## config.mk

```make
export PLATFORM = sky130hd
export DESIGN_NAME = axi_ahb_bridge
export DESIGN_NICKNAME = d
export VERILOG_FILES = /design/src/design/bridge_ahb_pkg.sv /design/src/design/bridge_axi_pkg.sv /design/src/design/ahb_sequencer.sv /design/src/design/axi_ahb_bridge.sv /design/src/design/axi_cmd_decode.sv /design/src/design/axi_resp_gen.sv
export SDC_FILE = /design/constraint.sdc
export NUM_CORES = 1
export LEC_CHECK = 0
export BUFFER_PORTS_ARGS = -buffer_cell sky130_fd_sc_hd__buf_2
export CELL_PAD_IN_SITES_DETAIL_PLACEMENT = 2
export CELL_PAD_IN_SITES_GLOBAL_PLACEMENT = 2
export CORE_UTILIZATION = 34
export DETAILED_ROUTE_END_ITERATION = 8
export PLACE_DENSITY = 0.83
export SLEW_MARGIN = 30
export SYNTH_ARGS = -nofsm -noshare
export SYNTH_HDL_FRONTEND = slang
export SYNTH_SLANG_ARGS = --single-unit
```

## constraint.sdc

```tcl
create_clock -name bus_clk -period 4.35 [get_ports bus_clk]
set_input_delay 0.6525 -clock bus_clk [delete_from_list [all_inputs] [get_ports bus_clk]]
set_output_delay 0.6525 -clock bus_clk [all_outputs]
set_load 0.02 [all_outputs]
```

## src/design/bridge_ahb_pkg.sv

```systemverilog
// AHB-Lite side definitions for the bridge
// Transfer and size codes plus the address phase bundle

package bridge_ahb_pkg;

   localparam int haddr_w = 32;

   // ****************************************
   // Transfer type codes
   // ****************************************
   localparam logic [1:0] htrans_idle   = 2'b00;
   localparam logic [1:0] htrans_nonseq = 2'b10;   // Every transfer is a single

   // ****************************************
   // Transfer size codes
   // ****************************************
   localparam logic [2:0] hsize_byte  = 3'b000;
   localparam logic [2:0] hsize_half  = 3'b001;
   localparam logic [2:0] hsize_word  = 3'b010;
   localparam logic [2:0] hsize_dword = 3'b011;

   // Upper hprot bits: privileged, not bufferable, not cacheable
   localparam logic [2:0] hprot_fixed = 3'b001;

   // Everything the master drives during one address phase
   typedef struct packed {
      logic [haddr_w-1:0] haddr;
      logic [2:0]         hsize;
      logic [1:0]         htrans;
      logic               hwrite;
      logic [3:0]         hprot;   // hprot[0] is the data/opcode bit
   } ahb_addr_phase_t;

endpackage

```

## src/design/bridge_axi_pkg.sv

```systemverilog
// AXI side definitions for the AXI4 to AHB-Lite bridge
// Channel payloads plus the internal command and completion records

package bridge_axi_pkg;

   // Bus widths
   localparam int tag_w  = 4;
   localparam int addr_w = 32;
   localparam int data_w = 64;
   localparam int strb_w = data_w / 8;

   // Only two response codes are ever returned
   localparam logic [1:0] resp_okay   = 2'b00;
   localparam logic [1:0] resp_slverr = 2'b10;

   // AW and AR payload
   typedef struct packed {
      logic [tag_w-1:0]  id;
      logic [addr_w-1:0] addr;
      logic [2:0]        size;
      logic [2:0]        prot;   // prot[2] set means instruction fetch
   } axi_addr_t;

   typedef struct packed {
      logic [data_w-1:0] data;
      logic [strb_w-1:0] strb;
   } axi_wdata_t;

   typedef struct packed {
      logic [tag_w-1:0] id;
      logic [1:0]       resp;
   } axi_b_t;

   // Single beat only, rlast is tied high at the port
   typedef struct packed {
      logic [tag_w-1:0]  id;
      logic [data_w-1:0] data;
      logic [1:0]        resp;
   } axi_r_t;

   // One decoded request, ready for the AHB sequencer
   typedef struct packed {
      logic              write;
      logic              split;    // Write goes out one byte lane at a time
      logic [tag_w-1:0]  tag;
      logic [addr_w-1:0] addr;     // Low bits already fixed for aligned strobes
      logic [2:0]        size;     // AHB hsize encoding
      logic [strb_w-1:0] strb;
      logic [data_w-1:0] data;
      logic              hprot_d;  // Data access when set
   } bridge_cmd_t;

   typedef struct packed {
      logic              write;
      logic [tag_w-1:0]  tag;
      logic              error;
      logic [data_w-1:0] rdata;
   } bridge_rsp_t;

endpackage

```

## src/design/ahb_sequencer.sv

```systemverilog
// AHB-Lite master sequencer
// Runs one command as a single transfer or a string of byte transfers, then reports it

`timescale 1ns/1ps

module ahb_sequencer (
   input  logic                                   bus_clk,
   input  logic                                   reset,
   input  bridge_axi_pkg::bridge_cmd_t            cmd,
   input  logic                                   cmd_valid,
   output logic                                   cmd_ready,
   output bridge_ahb_pkg::ahb_addr_phase_t        ahb_addr,
   output logic [bridge_axi_pkg::data_w-1:0]      hwdata,
   input  logic [bridge_axi_pkg::data_w-1:0]      hrdata,
   input  logic                                   hready,
   input  logic                                   hresp,
   output bridge_axi_pkg::bridge_rsp_t            rsp,
   output logic                                   rsp_valid,
   input  logic                                   rsp_ready
);

   typedef enum logic [1:0] {
      st_idle,
      st_addr,
      st_data,
      st_done
   } seq_state_t;

   seq_state_t                  state;
   bridge_axi_pkg::bridge_cmd_t cmd_q;
   logic [2:0]                  ptr;          // Current byte lane
   logic [2:0]                  addr_ptr;
   logic [3:0]                  first_lane;   // {found, lane}
   logic [3:0]                  next_lane;
   logic                        more;
   logic                        issue_next;
   logic                        take;
   logic                        err;
   logic [bridge_axi_pkg::data_w-1:0] rdata_q;

   // Lowest set strobe lane at or above start
   function automatic logic [3:0] find_lane(input logic [7:0] strb, input logic [3:0] start);
      logic [3:0] res;
      res = 4'd0;
      for (int i = 7; i >= 0; i--) begin
         if (strb[i] && (4'(i) >= start)) res = {1'b1, 3'(i)};
      end
      return res;
   endfunction

   assign take       = cmd_valid & cmd_ready;
   assign first_lane = find_lane(cmd.strb, 4'd0);
   assign next_lane  = find_lane(cmd_q.strb, {1'b0, ptr} + 4'd1);
   assign more       = cmd_q.write & cmd_q.split & next_lane[3];
   // Next byte overlaps the current data phase, dropped on an error
   assign issue_next = (state == st_data) & more & ~hresp;
   assign addr_ptr   = (state == st_data) ? next_lane[2:0] : ptr;

   // ****************************************
   // AHB address and data phase outputs
   // ****************************************
   always_comb begin
      ahb_addr.haddr  = {cmd_q.addr[bridge_axi_pkg::addr_w-1:3], addr_ptr};
      ahb_addr.hsize  = cmd_q.size;
      ahb_addr.hwrite = cmd_q.write;
      ahb_addr.hprot  = {bridge_ahb_pkg::hprot_fixed, cmd_q.hprot_d};
      if ((state == st_addr) || issue_next) begin
         ahb_addr.htrans = bridge_ahb_pkg::htrans_nonseq;
      end else begin
         ahb_addr.htrans = bridge_ahb_pkg::htrans_idle;
      end
   end

   assign hwdata    = cmd_q.data;   // Stable through every data phase of the command
   assign cmd_ready = (state == st_idle);
   assign rsp_valid = (state == st_done);

   always_comb begin
      rsp.write = cmd_q.write;
      rsp.tag   = cmd_q.tag;
      rsp.error = err;
      rsp.rdata = rdata_q;
   end

   // ****************************************
   // State machine
   // ****************************************
   always_ff @(posedge bus_clk) begin
      if (reset) begin
         state <= st_idle;
         err   <= 1'b0;
      end else begin
         case (state)
            st_idle: begin
               if (take) begin
                  err <= 1'b0;
                  // A split write with no strobe bits has nothing to send
                  if (cmd.write & cmd.split & ~first_lane[3]) state <= st_done;
                  else state <= st_addr;
               end
            end
            st_addr: begin
               if (hready) state <= st_data;   // Address phase taken
            end
            st_data: begin
               if (hready) begin
                  if (hresp) begin
                     err   <= 1'b1;            // Second error cycle, stop here
                     state <= st_done;
                  end else if (!more) begin
                     state <= st_done;
                  end
               end
            end
            st_done: begin
               if (rsp_ready) state <= st_idle;
            end
            default: state <= st_idle;
         endcase
      end
   end

   // Command, lane pointer and read data
   always_ff @(posedge bus_clk) begin
      if (take) begin
         cmd_q <= cmd;
         ptr   <= cmd.split ? first_lane[2:0] : cmd.addr[2:0];
      end
      if ((state == st_data) && hready && !hresp && more) begin
         ptr <= next_lane[2:0];                // Next byte address was taken
      end
      if ((state == st_data) && hready && !cmd_q.write) begin
         rdata_q <= hrdata;
      end
   end

endmodule

```

## src/design/axi_ahb_bridge.sv

```systemverilog
// AXI4 slave to AHB-Lite master bridge, 64 bits on both sides
// Decode feeds the AHB sequencer, whose completions go to the response generator

`timescale 1ns/1ps

module axi_ahb_bridge (
   input  logic                               bus_clk,
   input  logic                               reset,
   // AXI write channels
   input  bridge_axi_pkg::axi_addr_t          aw,
   input  logic                               aw_valid,
   output logic                               aw_ready,
   input  bridge_axi_pkg::axi_wdata_t         w,
   input  logic                               w_valid,
   output logic                               w_ready,
   output bridge_axi_pkg::axi_b_t             b,
   output logic                               b_valid,
   input  logic                               b_ready,
   // AXI read channels
   input  bridge_axi_pkg::axi_addr_t          ar,
   input  logic                               ar_valid,
   output logic                               ar_ready,
   output bridge_axi_pkg::axi_r_t             r,
   output logic                               r_valid,
   input  logic                               r_ready,
   // AHB-Lite master
   output bridge_ahb_pkg::ahb_addr_phase_t    ahb_addr,
   output logic [bridge_axi_pkg::data_w-1:0]  hwdata,
   input  logic [bridge_axi_pkg::data_w-1:0]  hrdata,
   input  logic                               hready,
   input  logic                               hresp
);

   bridge_axi_pkg::bridge_cmd_t cmd;
   logic                        cmd_valid;
   logic                        cmd_ready;
   bridge_axi_pkg::bridge_rsp_t rsp;
   logic                        rsp_valid;
   logic                        rsp_ready;

   axi_cmd_decode u_decode (
      .bus_clk, .reset,
      .aw, .aw_valid, .aw_ready,
      .w, .w_valid, .w_ready,
      .ar, .ar_valid, .ar_ready,
      .cmd, .cmd_valid, .cmd_ready
   );

   ahb_sequencer u_execute (
      .bus_clk, .reset,
      .cmd, .cmd_valid, .cmd_ready,
      .ahb_addr, .hwdata, .hrdata, .hready, .hresp,
      .rsp, .rsp_valid, .rsp_ready
   );

   axi_resp_gen u_result (
      .bus_clk, .reset,
      .rsp, .rsp_valid, .rsp_ready,
      .b, .b_valid, .r_valid, .b_ready, .r_ready, .r
   );

endmodule

```

## src/design/axi_cmd_decode.sv

```systemverilog
// AXI request decode
// Buffers AW and W, gives a complete write priority over AR, registers one command

`timescale 1ns/1ps

module axi_cmd_decode (
   input  logic                         bus_clk,
   input  logic                         reset,
   input  bridge_axi_pkg::axi_addr_t    aw,
   input  logic                         aw_valid,
   output logic                         aw_ready,
   input  bridge_axi_pkg::axi_wdata_t   w,
   input  logic                         w_valid,
   output logic                         w_ready,
   input  bridge_axi_pkg::axi_addr_t    ar,
   input  logic                         ar_valid,
   output logic                         ar_ready,
   output bridge_axi_pkg::bridge_cmd_t  cmd,
   output logic                         cmd_valid,
   input  logic                         cmd_ready
);

   bridge_axi_pkg::axi_addr_t   aw_q;
   bridge_axi_pkg::axi_wdata_t  w_q;
   bridge_axi_pkg::bridge_cmd_t wr_cmd;
   bridge_axi_pkg::bridge_cmd_t rd_cmd;
   logic       aw_full;
   logic       w_full;
   logic       run;            // Low only while in reset
   logic       wr_complete;
   logic       cmd_free;
   logic       wr_load;
   logic       rd_load;
   logic       strb_aligned;
   logic [2:0] strb_size;
   logic [2:0] strb_low;

   assign aw_ready    = run & ~aw_full;
   assign w_ready     = run & ~w_full;
   assign wr_complete = aw_full & w_full;
   assign cmd_free    = ~cmd_valid | cmd_ready;
   assign ar_ready    = run & ~wr_complete & cmd_free;   // Writes win
   assign wr_load     = wr_complete & cmd_free;
   assign rd_load     = ar_valid & ar_ready;

   // ****************************************
   // Strobe decode for 64-bit writes
   // ****************************************
   always_comb begin
      strb_aligned = 1'b1;
      strb_size    = bridge_ahb_pkg::hsize_byte;
      strb_low     = 3'd0;
      case (w_q.strb)
         8'hff:                      strb_size = bridge_ahb_pkg::hsize_dword;
         8'h0f, 8'hf0:               strb_size = bridge_ahb_pkg::hsize_word;
         8'h03, 8'h0c, 8'h30, 8'hc0: strb_size = bridge_ahb_pkg::hsize_half;
         8'h01, 8'h02, 8'h04, 8'h08,
         8'h10, 8'h20, 8'h40, 8'h80: strb_size = bridge_ahb_pkg::hsize_byte;
         default:                    strb_aligned = 1'b0;
      endcase
      // Lowest set lane is the start of any aligned group
      for (int i = 7; i >= 0; i--) begin
         if (w_q.strb[i]) strb_low = 3'(i);
      end
   end

   always_comb begin
      wr_cmd         = '0;
      wr_cmd.write   = 1'b1;
      wr_cmd.tag     = aw_q.id;
      wr_cmd.addr    = aw_q.addr;
      wr_cmd.size    = aw_q.size;
      wr_cmd.strb    = w_q.strb;
      wr_cmd.data    = w_q.data;
      wr_cmd.hprot_d = ~aw_q.prot[2];
      if (aw_q.size == bridge_ahb_pkg::hsize_dword) begin
         wr_cmd.split     = ~strb_aligned;
         wr_cmd.size      = strb_aligned ? strb_size : bridge_ahb_pkg::hsize_byte;
         wr_cmd.addr[2:0] = strb_aligned ? strb_low : 3'd0;
      end
   end

   always_comb begin
      rd_cmd         = '0;
      rd_cmd.tag     = ar.id;
      rd_cmd.addr    = ar.addr;
      rd_cmd.size    = ar.size;
      rd_cmd.hprot_d = ~ar.prot[2];
   end

   // Slot flags and command valid
   always_ff @(posedge bus_clk) begin
      if (reset) begin
         run       <= 1'b0;
         aw_full   <= 1'b0;
         w_full    <= 1'b0;
         cmd_valid <= 1'b0;
      end else begin
         run       <= 1'b1;
         aw_full   <= (aw_full & ~wr_load) | (aw_valid & aw_ready);
         w_full    <= (w_full & ~wr_load) | (w_valid & w_ready);
         cmd_valid <= wr_load | rd_load | (cmd_valid & ~cmd_ready);
      end
   end

   // Payload registers
   always_ff @(posedge bus_clk) begin
      if (aw_valid & aw_ready) aw_q <= aw;
      if (w_valid & w_ready) w_q <= w;
      if (wr_load) begin
         cmd <= wr_cmd;
      end else if (rd_load) begin
         cmd <= rd_cmd;
      end
   end

endmodule

```

## src/design/axi_resp_gen.sv

```systemverilog
// AXI response generator
// Holds one completion and presents it on B or R until accepted

`timescale 1ns/1ps

module axi_resp_gen (
   input  logic                        bus_clk,
   input  logic                        reset,
   input  bridge_axi_pkg::bridge_rsp_t rsp,
   input  logic                        rsp_valid,
   output logic                        rsp_ready,
   output bridge_axi_pkg::axi_b_t      b,
   output logic                        b_valid,
   output logic                        r_valid,
   input  logic                        b_ready,
   input  logic                        r_ready,
   output bridge_axi_pkg::axi_r_t      r
);

   bridge_axi_pkg::bridge_rsp_t slot;
   logic                        slot_full;
   logic                        release_slot;
   logic [1:0]                  resp_code;

   assign rsp_ready    = ~slot_full;
   assign b_valid      = slot_full & slot.write;
   assign r_valid      = slot_full & ~slot.write;
   assign release_slot = (b_valid & b_ready) | (r_valid & r_ready);

   // Any AHB error becomes SLVERR
   assign resp_code = slot.error ? bridge_axi_pkg::resp_slverr : bridge_axi_pkg::resp_okay;

   always_comb begin
      b.id   = slot.tag;
      b.resp = resp_code;
      r.id   = slot.tag;
      r.data = slot.rdata;   // Unspecified when the read failed
      r.resp = resp_code;
   end

   always_ff @(posedge bus_clk) begin
      if (reset) begin
         slot_full <= 1'b0;
      end else if (rsp_valid & rsp_ready) begin
         slot_full <= 1'b1;
      end else if (release_slot) begin
         slot_full <= 1'b0;
      end
   end

   always_ff @(posedge bus_clk) begin
      if (rsp_valid & rsp_ready) slot <= rsp;
   end

endmodule

```

==> impl_metrics.env, run 1 <==
export IMPL_status="finished, final reports clean"
export IMPL_synthSimpleGateAreaFrac_pct=7.02
export IMPL_placed_cells=1927
export IMPL_ir_drop_uv=349
export IMPL_nNetsFinal=1539
export IMPL_cts_tree="built"
export IMPL_dpl_worst_slack_ps=1420
export IMPL_final_setup_worst_slack_ps=814
export IMPL_clock_latency_ps=600
export IMPL_crit_top_cell="o221ai_1"
export IMPL_synthAdderAreaFrac_pct=0.493
export IMPL_synth_mux_area_share_pct=0.395
export IMPL_skew_ps=25.9
export IMPL_critPathKind="reg2out"
export IMPL_hp_start="aw[35]"
export IMPL_vias_per_cell=4.51
export IMPL_grt_overflow_total=0
export IMPL_design_core_area_mm2=0.0515
export IMPL_syn_to_final_growth_pct=18.7
export IMPL_worst_path_largest_cell_delay_ps=450
export IMPL_drt_pass1_iterations=4
export IMPL_clock_path_buffers=3
export IMPL_ioPinCount=416
export IMPL_pwr_density_cell_mw_per_mm2=493
export IMPL_cp_max_fo=6
export IMPL_drc=0
export IMPL_power_frac_seq_pct=52.1
export IMPL_port_buffers=405
export IMPL_route_antenna_remaining_nets=0
export IMPL_drt_initial_drc_count=494
export IMPL_synthXorXnorAreaFrac_pct=0.197
export IMPL_critPathLaunch="u_execute.ptr[0]"
export IMPL_hold_end="u_decode.aw_q[35]"
export IMPL_slew_headroom_pct=43.2
export IMPL_grt_usage_pct=17.3
export IMPL_synth_compound_area_share_pct=2.52
export IMPL_fp_row_count=83
export IMPL_setup_tns_ps=0
export IMPL_synth_edf_count=473
export IMPL_layoutNonFillerInstCount=2034
export IMPL_arrival_ps=2880
export IMPL_ys_warnings_count=0
export IMPL_wirelength_um=46600
export IMPL_hp_class="in2reg"
export IMPL_vias=9170
export IMPL_swShare_pct=22.2
export IMPL_fmax_mhz=283
export IMPL_rsz0062_at_grt="false"
export IMPL_finalSetupViolations=0
export IMPL_ctsHoldBuffers=0
export IMPL_synth_cell_area_mm2=0.0178
export IMPL_power_frac_comb_pct=5.5
export IMPL_rr_worst_depth=6
export IMPL_final_period_utilization_pct=81.3
export IMPL_critical_path_top_delay_family="compound AO/OA/AOI/OAI gates"
export IMPL_layout_min_cycle_time_ps=3540
export IMPL_crit_slowest_cell="edfxtp_1"
export IMPL_start_util_pct=34.5
export IMPL_p_total_mw=10.4
export IMPL_antenna_found_initial=13
export IMPL_post_cts_setup_buffers=0
export IMPL_htree_levels=2
export IMPL_path_cells="inv_1 > ha_1 > a2bb2oi_1 > o221ai_1 > nor3b_1 > o221ai_1 > mux2i_1 > buf_2"
export IMPL_path_clk_slew_ps=60
export IMPL_grt_pass1_wl_um=66900
export IMPL_synthFlopType="edfxtp_1"
export IMPL_die_area_mm2=0.0532
export IMPL_drive_gt1_share_pct=37.0
export IMPL_grt_pass1_vias=10100
export IMPL_gp_congestion=0.783
export IMPL_synth_avg_cell_area_um2=17.2
export IMPL_internal_power_mw=8.09
export IMPL_tightest_slew_ps=852
export IMPL_ys_seq_elements=482
export IMPL_final_cell_mix="473 x edfxtp_1, 405 x buf_2, 111 x nand2_1, 74 x and2_1, 53 x clkbuf_16"
export IMPL_required_ps=3700
export IMPL_die_y_um=231
export IMPL_crit_path_start_kind="flip-flop"
export IMPL_clkPwrFrac_pct=42.3
export IMPL_endpoint_kind="primary output"
export IMPL_p_sw_mw=2.31
export IMPL_dieWidth_um=231
export IMPL_worstHoldPathCells=1
export IMPL_layout_commonest_cell="edfxtp_1"
export IMPL_cts_root_buf="clkbuf_16"
export IMPL_synth_top_family_by_area="buffers and inverters"
export IMPL_holdWs_ps=215
export IMPL_synthDistinctLibCells=54
export IMPL_seq_area_frac_synth_pct=81.0
export IMPL_cap_violations=0
export IMPL_synthArstFlopShare_pct=0
export IMPL_grt_max_degree=114
export IMPL_r2r_setup_slack_ps=1740
export IMPL_cts_resized=0
export IMPL_clock_sinks=482
export IMPL_r2r_end="u_decode.cmd[47]"
export IMPL_r2r_start="u_execute.state[0]"
export IMPL_cts_buffers=53
export IMPL_cp_num_buf_inv=2
export IMPL_hold_violations=0
export IMPL_dp_hpwl_um=33200
export IMPL_wl_per_cell_um=22.9
export IMPL_maxSlewViolCount=0
export IMPL_leakagePower_nw=7.89
export IMPL_netlist_instances=1030
==> per-stage QoR <==
step / utilization (%) / area, µm²
global placement: 37.5 / 19300
floorplan: - / 17800
CTS: 40.9 / 21000
detailed placement: 37.5 / 19300
global route: 40.9 / 21100
finish: 40.9 / 21100
==> state kept, by name (all words and copies together) (netlist names) <==
signal,flops
u_execute.rsp,4
u_execute.hwdata,64
u_decode.run,1
u_execute.ahb_addr,34
u_execute.err,1
u_decode.cmd_valid,1
u_decode.w_full,1
u_result.r,64
u_decode.cmd,114
u_execute.ptr,3
u_decode.aw_full,1
u_decode.w_q,72
u_result.slot,2
u_result.b,4
u_execute.cmd_q,9
u_result.slot_full,1
u_execute.state,2
u_decode.aw_q,40
u_execute.rdata_q,64
==> synth_stat cells (5+ instances only) <==
cell type | n | share of area, %
nand4_1 | 6 | 0.21
nor2b_1 | 8 | 0.28
nand3_1 | 9 | 0.25
nand2_1 | 112 | 2.4
nand2b_1 | 6 | 0.21
a22oi_1 | 5 | 0.21
nor2_1 | 16 | 0.34
and3_1 | 6 | 0.21
mux2i_1 | 7 | 0.39
edfxtp_1 | 473 | 80
inv_1 | 13 | 0.27
and2_1 | 76 | 2.7
o21ai_0 | 8 | 0.23
buf_4 | 179 | 7.6
o21ai_1 | 6 | 0.17
ha_1 | 7 | 0.49
a21oi_1 | 13 | 0.37
clkbuf_1 | 16 | 0.34
dfxtp_1 | 9 | 1.0
==> worst max path at each step <==
stage | endpoint | cells past startpoint | slack [ps]
2_1_floorplan | u_result.b[2] | 2 | 150
3_3_place_gp | ahb_addr[11] | 8 | 1600
3_5_place_dp | ahb_addr[11] | 8 | 1420
4_1_cts | ahb_addr[11] | 8 | 750
5_1_grt | ahb_addr[11] | 8 | 630
6_report | ahb_addr[11] | 8 | 810
==> layer usage <==
| metal | up-vias | GRT usage (%) | part of all wire (%) |
|---|---|---|---|
| met4 | 12 | 6.37 | 2.8 |
| met5 | - | 0 | 0.15 |
| met1 | 4574 | 19.2 | 37 |
| li1 | 4123 | - | - |
| met3 | 87 | 5.90 | 8.8 |
| met2 | 374 | 30.6 | 52 |
==> worst register-to-register path, cell delays in order (launching register included) <==
cell	delay [ps]
dfxtp_1	350
inv_1	120
ha_1	290
nand2b_1	250
and3_4	750
buf_4	490
and2_1	230
==> logic make-up (layout without fill, tap and decap cells) <==
kind of cell	after synthesis	count (layout)
AO/OA/AOI/OAI	65	65
XOR/XNOR	4	4
adder cells (fa/ha/maj)	7	7
buffers and inverters	213	526
flip-flops	482	482
multiplexers	7	7
other	2	13
AND/OR/NAND/NOR	250	250
==> power by group through the flow <==
stage	clock network [mW]	registers [mW]	logic [mW]
after global placement	0	5.49	0.541
after detailed placement	0	5.52	0.579
after CTS	4.53	5.43	0.586
after floorplan	0	5.49	0.370
after global routing	4.69	5.44	0.620
final	4.40	5.42	0.575
==> area by class of cell <==
class / count / area (µm²)
inverters: 13 / 51.3
multi-input cells: 339 / 1950
fillers: 5080 / 30400
flip-flops and latches: 482 / 14400
repair buffers: 414 / 2130
clock buffers: 75 / 1450
well taps: 680 / 851
diodes: 7 / 17.5
clock inverters: 24 / 256
No activity file was read; power rests on OpenSTA's default activity.
==> run 2: changes to the inputs <==
==> constraint.sdc (replaced) <==
create_clock -name bus_clk -period 3.2 [get_ports bus_clk]
set_input_delay 0.48 -clock bus_clk [delete_from_list [all_inputs] [get_ports bus_clk]]
set_output_delay 0.48 -clock bus_clk [all_outputs]
set_load 0.02 [all_outputs]
==> impl_metrics.env, run 2 (same netlist as run 1, synthesis figures left out) <==
export IMPL_status="finished, final reports clean"
export IMPL_p_sw_mw=3.17
export IMPL_hp_class="in2reg"
export IMPL_maxSlewViolCount=0
export IMPL_finalSetupViolations=0
export IMPL_drc=0
export IMPL_post_route_util_pct=41.4
export IMPL_cp_max_fo=3
export IMPL_port_buffers=405
export IMPL_critical_path_cell_count=8
export IMPL_clock_path_buffers=3
export IMPL_ioPinCount=416
export IMPL_nNetsFinal=1549
export IMPL_antenna_found_initial=12
export IMPL_worst_path_largest_cell_delay_ps=440
export IMPL_grt_pass1_wl_um=67800
export IMPL_final_cell_mix="473 x edfxtp_1, 404 x buf_2, 111 x nand2_1, 74 x and2_1, 52 x clkbuf_16"
export IMPL_cp_num_buf_inv=2
export IMPL_leakagePower_nw=7.96
export IMPL_drt_initial_drc_count=435
export IMPL_setup_worst_path_end="ahb_addr[10]"
export IMPL_largestRegisters="u_decode.cmd: 114 flops, u_decode.w_q: 72 flops"
export IMPL_skew_ps=18.0
export IMPL_critPathKind="reg2out"
export IMPL_die_area_mm2=0.0532
export IMPL_swShare_pct=22.3
export IMPL_crit_slowest_cell="edfxtp_1"
export IMPL_route_antenna_remaining_nets=0
export IMPL_grt_pass1_vias=10200
export IMPL_dieWidth_um=231
export IMPL_largest_reg_flops=114
export IMPL_fp_row_count=83
export IMPL_drt_pass1_iterations=6
export IMPL_path_clk_slew_ps=60
export IMPL_final_period_utilization_pct=98.9
export IMPL_power_frac_seq_pct=51.9
export IMPL_rsz0062_at_grt="true"
export IMPL_hold_violations=0
export IMPL_grt_usage_pct=17.4
export IMPL_tightest_slew_ps=746
export IMPL_critical_path_top_delay_family="flip-flops"
export IMPL_required_ps=2720
export IMPL_crit_path_start_kind="flip-flop"
export IMPL_design_core_area_mm2=0.0515
export IMPL_drive_gt1_share_pct=38.8
export IMPL_power_frac_comb_pct=5.8
export IMPL_arrival_ps=2680
export IMPL_wirelength_um=46400
export IMPL_die_y_um=231
export IMPL_layout_commonest_cell="edfxtp_1"
export IMPL_top_register="u_decode.cmd"
export IMPL_start_util_pct=34.5
export IMPL_grt_max_degree=63
export IMPL_critPathLaunch="u_execute.ptr[0]"
export IMPL_gp_congestion=0.791
export IMPL_cts_buffers=52
export IMPL_clock_sinks=482
export IMPL_ir_drop_uv=383
export IMPL_fmax_mhz=316
export IMPL_cap_violations=0
export IMPL_syn_to_final_growth_pct=19.9
export IMPL_rr_worst_depth=6
export IMPL_r2r_setup_slack_ps=780
export IMPL_clkPwrFrac_pct=42.2
export IMPL_cts_tree="built"
export IMPL_r2r_end="u_decode.cmd[33]"
export IMPL_slew_headroom_pct=50.2
export IMPL_layout_min_cycle_time_ps=3160
export IMPL_vias_per_cell=4.47
export IMPL_r2r_start="u_execute.state[0]"
export IMPL_internal_power_mw=11.0
export IMPL_path_cells="buf_4 > ha_1 > nand2b_1 > o21ai_0 > and3_1 > o211ai_1 > mux2i_1 > buf_2"
export IMPL_placed_cells=1934
export IMPL_dp_hpwl_um=33400
export IMPL_wl_per_cell_um=22.8
export IMPL_cts_root_buf="clkbuf_16"
export IMPL_clock_latency_ps=600
export IMPL_htree_levels=2
export IMPL_vias=9109
export IMPL_endpoint_kind="primary output"
export IMPL_layoutNonFillerInstCount=2037
export IMPL_grt_overflow_total=0
export IMPL_pwr_density_cell_mw_per_mm2=666
## run 2: changes by cell type in the layout (fill, tap and decap cells not counted), moves of 4 or more
cell / change
buf_12: +7
buf_4: +6
diode_2: -4
clkbuf_1: -9
clkinvlp_4: +5
clkbuf_8: -4
## run 2: layout make-up
| type | count | area, µm² |
|---|---|---|
| sequential | 482 | 14400 |
| clock buffer | 61 | 1340 |
| inverter | 13 | 52.6 |
| tap | 680 | 851 |
| antenna | 3 | 7.51 |
| fill | 5043 | 30200 |
| clock inverter | 34 | 359 |
| timing repair buffer | 425 | 2280 |
| multi-input combinational | 339 | 2030 |
## run 2: routing by layer
| layer | global-route usage (%) | up-vias | part of all wire (%) |
|---|---|---|---|
| li1 | - | 4142 | - |
| met5 | 0 | - | 0.16 |
| met4 | 4.99 | 12 | 2.0 |
| met1 | 19.3 | 4545 | 37 |
| met3 | 5.16 | 78 | 7.6 |
| met2 | 32.0 | 332 | 53 |
## run 2: what timing repair did
item / CTS / global route
setup endpoints to repair: 4 / 4
gates resized for setup: 4 / 10
pin swaps: 0 / 1
setup buffers: 4 / 1
hold buffers: 0 / 0
## run 2: stage by stage
| step | setup WS, ps | total power [mW] | setup TNS, ps | hold slack [ps] | instance area [µm²] |
|---|---|---|---|---|---|
| after floorplan | 176 | 7.95 | 0 | 400 | 17800 |
| after global placement | 615 | 8.22 | 0 | 401 | 19500 |
| after detailed placement | 448 | 8.32 | 0 | 406 | 19500 |
| after CTS | 1.24 | 14.4 | 0 | 10.6 | 21200 |
| after global routing | -59.0 | 14.7 | -127 | 21.9 | 21300 |
| final | 36.4 | 14.2 | 0 | 60.1 | 21300 |
## run 2: how the worst min path moves through the flow
stage | start | slack, ps | end | depth (start not counted)
global placement | u_execute.rdata_q[46] | 400 | u_result.r[48] | 0
CTS | hrdata[57] | 10 | u_execute.rdata_q[57] | 1
detailed placement | u_execute.rdata_q[29] | 410 | u_result.r[31] | 0
global route | w[48] | 20 | u_decode.w_q[48] | 1
finish | w[40] | 60 | u_decode.w_q[40] | 1
floorplan | u_decode.cmd[0] | 400 | u_execute.ahb_addr[0] | 0
## run 2: power by group through the flow
stage	logic [mW]	clock network, mW	registers [mW]
2_1_floorplan	0.504	0	7.45
3_3_place_gp	0.760	0	7.46
3_5_place_dp	0.817	0	7.50
4_1_cts	0.835	6.17	7.37
5_1_grt	0.895	6.37	7.39
6_report	0.828	5.99	7.37
